[config.mk]
export PLATFORM = sky130hd
export DESIGN_NAME = dragonGame
export DESIGN_NICKNAME = d
export VERILOG_FILES = /design/src/dragonPkg.sv /design/src/collisionCheck.sv /design/src/dragonBody.sv /design/src/dragonGame.sv /design/src/dragonHead.sv /design/src/frameTicker.sv
export VERILOG_INCLUDE_DIRS = /design/src
export SDC_FILE = /design/constraint.sdc
export NUM_CORES = 1
export LEC_CHECK = 0
export BUFFER_PORTS_ARGS = -buffer_cell sky130_fd_sc_hd__buf_2
export CORE_MARGIN = 2
export CORE_UTILIZATION = 54
export DETAILED_ROUTE_END_ITERATION = 6
export PLACE_DENSITY = 0.8
export SYNTH_ARGS = -nofsm -noshare
export SYNTH_HDL_FRONTEND = slang
export SYNTH_SLANG_ARGS = --single-unit
[constraint.sdc]
create_clock -name clk -period 3.7 [get_ports clk]
set_clock_uncertainty 0.05 [all_clocks]
set_input_delay 0.185 -clock clk [delete_from_list [all_inputs] [get_ports clk]]
set_output_delay 0.185 -clock clk [all_outputs]
set_load 0.005 [all_outputs]
[src/dragon_params.svh]
/* dragon game parameters
   grid size, body length, move rate and score width */
`ifndef DRAGON_PARAMS_SVH
`define DRAGON_PARAMS_SVH

// grid is 2**GRID_BITS cells on each axis
`define GRID_BITS 4

// body segments behind the head
`define NUM_SEGMENTS 7

// vsync pulses between two head moves
`define MOVE_FRAMES 3

// score counter width
`define SCORE_BITS 8

`endif

[src/dragonPkg.sv]
/* dragon game types
   positions, segments, masks, length commands and FSM states */
package dragonPkg;

    `include "dragon_params.svh"

    typedef logic [2*`GRID_BITS-1:0] posT;    // row in upper half, column in lower
    typedef logic [2*`GRID_BITS+1:0] segT;    // orientation on top, position below
    typedef logic [`NUM_SEGMENTS-1:0] maskT;  // bit 0 nearest the head
    typedef logic [`SCORE_BITS-1:0] scoreT;

    typedef enum logic [1:0] {
        UP    = 2'd0,
        RIGHT = 2'd1,
        DOWN  = 2'd2,
        LEFT  = 2'd3
    } dirT;

    typedef enum logic [1:0] {
        MOVE   = 2'd0,  // no change
        GROW   = 2'd1,
        SHRINK = 2'd2,
        IDLE   = 2'd3   // no change
    } lenOpT;

    typedef enum logic {HEAD_RUN, HEAD_HOLD} headStateT;
    typedef enum logic {TICK_COUNT, TICK_FIRE} tickStateT;

endpackage

[src/collisionCheck.sv]
/* collision check
   tests the moved head against food and visible segments, keeps the score */
`timescale 1ns/1ns
`include "dragon_params.svh"

module collisionCheck import dragonPkg::*; (
    input  logic  clk,
    input  logic  reset,
    input  logic  moved,
    input  segT   head,
    input  segT   seg1,
    input  segT   seg2,
    input  segT   seg3,
    input  segT   seg4,
    input  segT   seg5,
    input  segT   seg6,
    input  segT   seg7,
    input  maskT  displayEn,
    input  posT   food,
    output lenOpT lenOp,
    output scoreT score
);

    segT segs [`NUM_SEGMENTS];
    posT headPos;
    logic bodyHit;
    logic foodHit;
    lenOpT nextOp;

    assign segs    = '{seg1, seg2, seg3, seg4, seg5, seg6, seg7};
    assign headPos = head[2*`GRID_BITS-1:0];  // orientation ignored
    assign foodHit = (headPos == food);

    // hidden segments never count as a hit
    always_comb begin
        bodyHit = 1'b0;
        for (int i = 0; i < `NUM_SEGMENTS; i++) begin
            if (displayEn[i] && (segs[i][2*`GRID_BITS-1:0] == headPos)) begin
                bodyHit = 1'b1;
            end
        end
    end

    always_comb begin
        if (!moved) begin
            nextOp = MOVE;
        end else if (bodyHit) begin
            nextOp = SHRINK;        // body wins over food
        end else if (foodHit) begin
            nextOp = GROW;
        end else begin
            nextOp = MOVE;
        end
    end

    always_ff @(posedge clk) begin
        if (!reset) begin
            lenOp <= MOVE;
            score <= '0;
        end else begin
            lenOp <= nextOp;        // one-cycle command
            if (nextOp == GROW) begin
                score <= score + 1'b1;  // keeps counting past full mask
            end
        end
    end

    // mask updates must stay tied to head moves
    lenOpAfterMove: assert property (
        @(posedge clk) disable iff (!reset)
        (lenOp != MOVE) |-> $past(moved)
    );

endmodule

[src/dragonBody.sv]
/* dragon body
   segment queue that trails the head, plus the visibility mask */
`timescale 1ns/1ns
`include "dragon_params.svh"

module dragonBody import dragonPkg::*; (
    input  logic  clk,
    input  logic  reset,
    input  logic  moveStrobe,
    input  segT   head,
    input  lenOpT lenOp,
    output segT   seg1,
    output segT   seg2,
    output segT   seg3,
    output segT   seg4,
    output segT   seg5,
    output segT   seg6,
    output segT   seg7,
    output maskT  displayEn
);

    segT queue [`NUM_SEGMENTS];  // index 0 nearest the head

    // shift on the same edge the head moves, so seg1 gets the old head
    always_ff @(posedge clk) begin
        if (!reset) begin
            for (int i = 0; i < `NUM_SEGMENTS; i++) begin
                queue[i] <= '0;
            end
        end else if (moveStrobe) begin
            queue[0] <= head;
            for (int i = 1; i < `NUM_SEGMENTS; i++) begin
                queue[i] <= queue[i-1];
            end
        end
    end

    assign seg1 = queue[0];
    assign seg2 = queue[1];
    assign seg3 = queue[2];
    assign seg4 = queue[3];
    assign seg5 = queue[4];
    assign seg6 = queue[5];
    assign seg7 = queue[6];

    always_ff @(posedge clk) begin
        if (!reset) begin
            displayEn <= '0;
        end else begin
            case (lenOp)
                GROW:    displayEn <= (displayEn << 1) | maskT'(1);  // top bit drops, saturates
                SHRINK:  displayEn <= displayEn >> 1;
                MOVE:    displayEn <= displayEn;
                IDLE:    displayEn <= displayEn;
                default: displayEn <= displayEn;
            endcase
        end
    end

    // visible segments always form an unbroken run from the head
    maskContiguous: assert property (
        @(posedge clk) disable iff (!reset)
        (displayEn & maskT'(displayEn + 1'b1)) == '0
    );

endmodule

[src/dragonGame.sv]
/* dragon game core
   ties the frame ticker, head, body and collision checker together */
`timescale 1ns/1ns

module dragonGame import dragonPkg::*; (
    input  logic  clk,
    input  logic  reset,
    input  logic  vsync,
    input  dirT   steer,
    input  posT   food,
    output segT   head,
    output segT   seg1,
    output segT   seg2,
    output segT   seg3,
    output segT   seg4,
    output segT   seg5,
    output segT   seg6,
    output segT   seg7,
    output maskT  displayEn,
    output scoreT score
);

    logic moveStrobe;
    logic moved;
    lenOpT lenOp;

    frameTicker ticker (
        .clk        (clk),
        .reset      (reset),
        .vsync      (vsync),
        .moveStrobe (moveStrobe)
    );

    dragonHead headUnit (
        .clk        (clk),
        .reset      (reset),
        .moveStrobe (moveStrobe),
        .steer      (steer),
        .head       (head),
        .moved      (moved)
    );

    dragonBody body (
        .clk        (clk),
        .reset      (reset),
        .moveStrobe (moveStrobe),
        .head       (head),
        .lenOp      (lenOp),
        .seg1       (seg1),
        .seg2       (seg2),
        .seg3       (seg3),
        .seg4       (seg4),
        .seg5       (seg5),
        .seg6       (seg6),
        .seg7       (seg7),
        .displayEn  (displayEn)
    );

    collisionCheck collision (
        .clk        (clk),
        .reset      (reset),
        .moved      (moved),
        .head       (head),
        .seg1       (seg1),
        .seg2       (seg2),
        .seg3       (seg3),
        .seg4       (seg4),
        .seg5       (seg5),
        .seg6       (seg6),
        .seg7       (seg7),
        .displayEn  (displayEn),
        .food       (food),
        .lenOp      (lenOp),
        .score      (score)
    );

endmodule

[src/dragonHead.sv]
/* dragon head
   steers and steps the head one cell per move strobe on a wrapping grid */
`timescale 1ns/1ns
`include "dragon_params.svh"

module dragonHead import dragonPkg::*; (
    input  logic clk,
    input  logic reset,
    input  logic moveStrobe,
    input  dirT  steer,
    output segT  head,
    output logic moved
);

    headStateT state;
    dirT dir;
    dirT nextDir;
    posT pos;
    logic [`GRID_BITS-1:0] row;
    logic [`GRID_BITS-1:0] col;
    logic [`GRID_BITS-1:0] nextRow;
    logic [`GRID_BITS-1:0] nextCol;

    assign row = pos[2*`GRID_BITS-1:`GRID_BITS];
    assign col = pos[`GRID_BITS-1:0];

    // opposite direction differs only in the upper encoding bit
    assign nextDir = (steer == dirT'(dir ^ 2'b10)) ? dir : steer;

    always_comb begin
        nextRow = row;
        nextCol = col;
        case (nextDir)
            UP:    nextRow = row - 1'b1;  // wraps naturally at the grid edge
            DOWN:  nextRow = row + 1'b1;
            RIGHT: nextCol = col + 1'b1;
            LEFT:  nextCol = col - 1'b1;
            default: begin
                nextRow = row;
                nextCol = col;
            end
        endcase
    end

    always_ff @(posedge clk) begin
        if (!reset) begin
            state <= HEAD_RUN;
            dir   <= RIGHT;
            // grid centre
            pos   <= {1'b1, {(`GRID_BITS-1){1'b0}}, 1'b1, {(`GRID_BITS-1){1'b0}}};
        end else if (moveStrobe) begin
            state <= HEAD_HOLD;
            dir   <= nextDir;
            pos   <= {nextRow, nextCol};
        end else begin
            state <= HEAD_RUN;
        end
    end

    assign head  = {dir, pos};
    assign moved = (state == HEAD_HOLD);  // collision check samples here

    movedFollowsStrobe: assert property (
        @(posedge clk) disable iff (!reset)
        moved == $past(moveStrobe)
    );

endmodule

[src/frameTicker.sv]
/* frame ticker
   divides vsync pulses down to a one-cycle move strobe */
`timescale 1ns/1ns
`include "dragon_params.svh"

module frameTicker import dragonPkg::*; (
    input  logic clk,
    input  logic reset,
    input  logic vsync,
    output logic moveStrobe
);

    localparam int CountBits = $clog2(`MOVE_FRAMES + 1);

    tickStateT state;
    logic [CountBits-1:0] frameCount;
    logic lastFrame;

    assign lastFrame = (frameCount == CountBits'(`MOVE_FRAMES - 1)); // wrap point

    always_ff @(posedge clk) begin
        if (!reset) begin
            state      <= TICK_COUNT;
            frameCount <= '0;
        end else begin
            state <= TICK_COUNT;                       // fire lasts one cycle
            if (vsync) begin
                if (lastFrame) begin
                    frameCount <= '0;
                    state      <= TICK_FIRE;
                end else begin
                    frameCount <= frameCount + 1'b1;
                end
            end
        end
    end

    assign moveStrobe = (state == TICK_FIRE);

    // downstream expects isolated strobes, one move per frame group
    strobeSingle: assert property (
        @(posedge clk) disable iff (!reset)
        moveStrobe |=> !moveStrobe
    );

endmodule

==> flow_metrics.env <==
export IMPL_outcome="finished, final reports clean"
export IMPL_post_cts_resized=0
export IMPL_clkSlewWorstSetupHoldPaths_ps=90
export IMPL_vias=3594
export IMPL_detail_route_iter0_violations=217
export IMPL_maxSlewViolCount=0
export IMPL_die_w_um=98.4
export IMPL_first_pass_iteration_count_of_the_detailed_router=4
export IMPL_critical_path_max_stage_delay_ps=840
export IMPL_via_density=5.76
export IMPL_setup_worst_path_class="register to register"
export IMPL_io_pin_count=108
export IMPL_ys_seq_area_share_pct=56.6
export IMPL_worst_margin_slew_ps=793
export IMPL_via_count_of_the_first_global_routing_pass=3470
export IMPL_max_slew_margin_pct=47.1
export IMPL_tritoncts_clock_tree="built"
export IMPL_dpl_instance_area_um2=5370
export IMPL_ys_ff_latch=101
export IMPL_min_cycle_time_layout_ps=2700
export IMPL_drc=0
export IMPL_clockRootBuffer="clkbuf_8"
export IMPL_async_reset_ff_share_pct=0
export IMPL_end_kind="register"
export IMPL_layout_common_cells="buf_2, edfxtp_1, and3_1, xnor2_1, dfxtp_1"
export IMPL_min_period_over_period_pct=72.9
export IMPL_min_delay_path_class="input port to register"
export IMPL_cts_buffers=9
export IMPL_clock_insertion_delay_worst_skew_ps=370
export IMPL_post_synth_inst_count=417
export IMPL_hold_viol_final=0
export IMPL_chain_of_cells_forming_the_critical_path="xor2_1 -> nor3_1 -> nand4_1 -> nor4_2 -> nand3_2 -> or3_2 -> a21oi_1"
export IMPL_final_setup_violations=0
export IMPL_numClockSinks=101
export IMPL_netlist_area_leader_share_pct=43.7
export IMPL_max_freq_mhz=371
export IMPL_cpMaxStageDelayCell="dfxtp_1"
export IMPL_number_of_flops_mapped_to_enable_cells_by_yosys=70
export IMPL_setup_tns_final_ps=0
export IMPL_place_gp_congestion=0.879
export IMPL_grt_util_all_layers_pct=24.0
export IMPL_ir_drop_mv=0.284
export IMPL_detailed_place_hpwl_um=8060
export IMPL_finalInstanceArea_um2=5600
export IMPL_fraction_of_layout_cells_with_a_size_suffix_above_1_pct=26.7
export IMPL_number_of_core_rows=34
export IMPL_maxCapViolCount=0
export IMPL_cts_repair_timing_setup_buffer_count=0
export IMPL_initial_utilization_pct=55.4
export IMPL_antenna_left=0
export IMPL_floorplan_die_height_um=98.4
export IMPL_power_density_nw_per_um2=390
export IMPL_placed_instances=608
export IMPL_drt_wl_cell_um=18.0
export IMPL_nNetsFinal=532
export IMPL_syn_area_per_cell_um2=11.5
export IMPL_io_buffer_count=107
export IMPL_power_static_leakage_uw=0.00242
export IMPL_synth_top_flop_cell="edfxtp_1"
export IMPL_total_power_uw=2180
export IMPL_startpoint_type="register"
export IMPL_netlist_top_cells_area="edfxtp_1, dfxtp_1, xnor2_1, and3_1, xor2_1"
export IMPL_yosysTopAreaCell="edfxtp_1"
export IMPL_postLayoutCoreUtil_pct=64.5
export IMPL_fillcell_total=693
export IMPL_clockBufferDepth=2
export IMPL_total_wirelength_um=11300
export IMPL_grt_start_max_net_pins=62
export IMPL_antenna_cells=0
export IMPL_ys_warn_count=0
export IMPL_rsz0062_at_grt="no"
export IMPL_crit_required_ps=3940
export IMPL_wire_length_of_the_first_global_routing_pass_um=18100
export IMPL_synth_lib_cells_used_distinct=39
export IMPL_crit_family="simple AND/OR/NAND/NOR gates"
export IMPL_grt_antenna_before_repair=1
export IMPL_netlist_area_before_placement_um2=4810
export IMPL_worstPathArrival_ps=2930
export IMPL_layout_commonest_cell="buf_2"
export IMPL_critical_path_peak_fanout=13
export IMPL_hold_buf_cts=0
export IMPL_globalRoute_totalOverflow=0
export IMPL_postSynthNetCount=438
export IMPL_cts_htree_levels=3
export IMPL_floorplan_core_area_um2=8680
export IMPL_area_growth_synth_to_final_pct=16.4
export IMPL_fin_cells=624
export IMPL_critical_path_buf_inv_count=0
export IMPL_design_die_area_um2=9670
==> final cells by class <==
cell class / instances / area [um2] / share of cell area, %
multi-input combinational: 279 / 1900 / 34.0
sequential: 101 / 2720 / 48.7
timing repair buffer: 111 / 578 / 10.3
tap: 108 / 135 / 2.42
inverter: 9 / 33.8 / 0.604
clock inverter: 7 / 97.6 / 1.74
clock buffer: 9 / 124 / 2.21
==> tightest hold or removal path, delay by kind of cell <==
family | cells | cell delay, ps
buffers and inverters | 2 | 200
AND/OR/NAND/NOR | 1 | 60
==> cells in the mapped netlist, types with 10 or more instances <==
cell      count
a21oi_1      18
and2_1       10
and3_1       57
clkbuf_1     18
dfxtp_1      31
edfxtp_1     70
nand2_1      12
nor2_1       30
nor3_1       10
xnor2_1      52
xor2_1       21
==> power breakdown <==
| group | switching (uW) | total, uW | internal (uW) | leakage, uW |
|---|---|---|---|---|
| combinational | 74.0 | 133 | 58.6 | 0.00134 |
| sequential | 35.0 | 1280 | 1240 | 0.000973 |
| clock | 386 | 772 | 386 | 0.000112 |
==> stage by stage <==
step                      hold WS (ps)  setup WS, ps
after CTS                         50.0           988
after global routing              63.0           770
after global placement             385          1120
after detailed placement           386          1000
final                             65.5          1000
after floorplan                    295           820
==> final timing paths <==
path,from,to,slack [ps],depth (start not counted)
setup / recovery,headUnit.pos[5],collision.score[5],1000,7
hold / removal,vsync,ticker.moveStrobe,70,3
setup reg to reg,headUnit.pos[5],collision.score[5],1000,7
hold reg to reg,headUnit.moved,collision.lenOp[1],390,2
==> state kept, by name, summed over array words and instances, names as in the netlist <==
name	cells
body.displayEn	7
body.queue	70
collision.lenOp	2
collision.score	8
headUnit.dir	2
headUnit.moved	1
headUnit.pos	8
ticker.frameCount	2
ticker.moveStrobe	1
==> cells by family (layout without fill, tap and decap cells) <==
kind of cell | after synthesis | in the layout | synth area share [%]
buf+inv | 37 | 136 | 3.83
fa+ha+maj | 8 | 8 | 2.39
flops | 101 | 101 | 56.6
compound gates | 33 | 33 | 3.85
simple gates | 157 | 157 | 18.3
mux | 8 | 8 | 1.69
xor+xnor | 73 | 73 | 13.3
==> per-layer routing <==
layer | track usage, % | part of all wire [%] | vias to the layer above
met5 | 0 | 0 | -
met4 | 7.90 | 1.7 | 0
met3 | 5.51 | 6.8 | 15
met2 | 40.0 | 51 | 139
met1 | 31.2 | 40 | 1779
li1 | - | - | 1661
No activity file was read; power rests on OpenSTA's default activity.
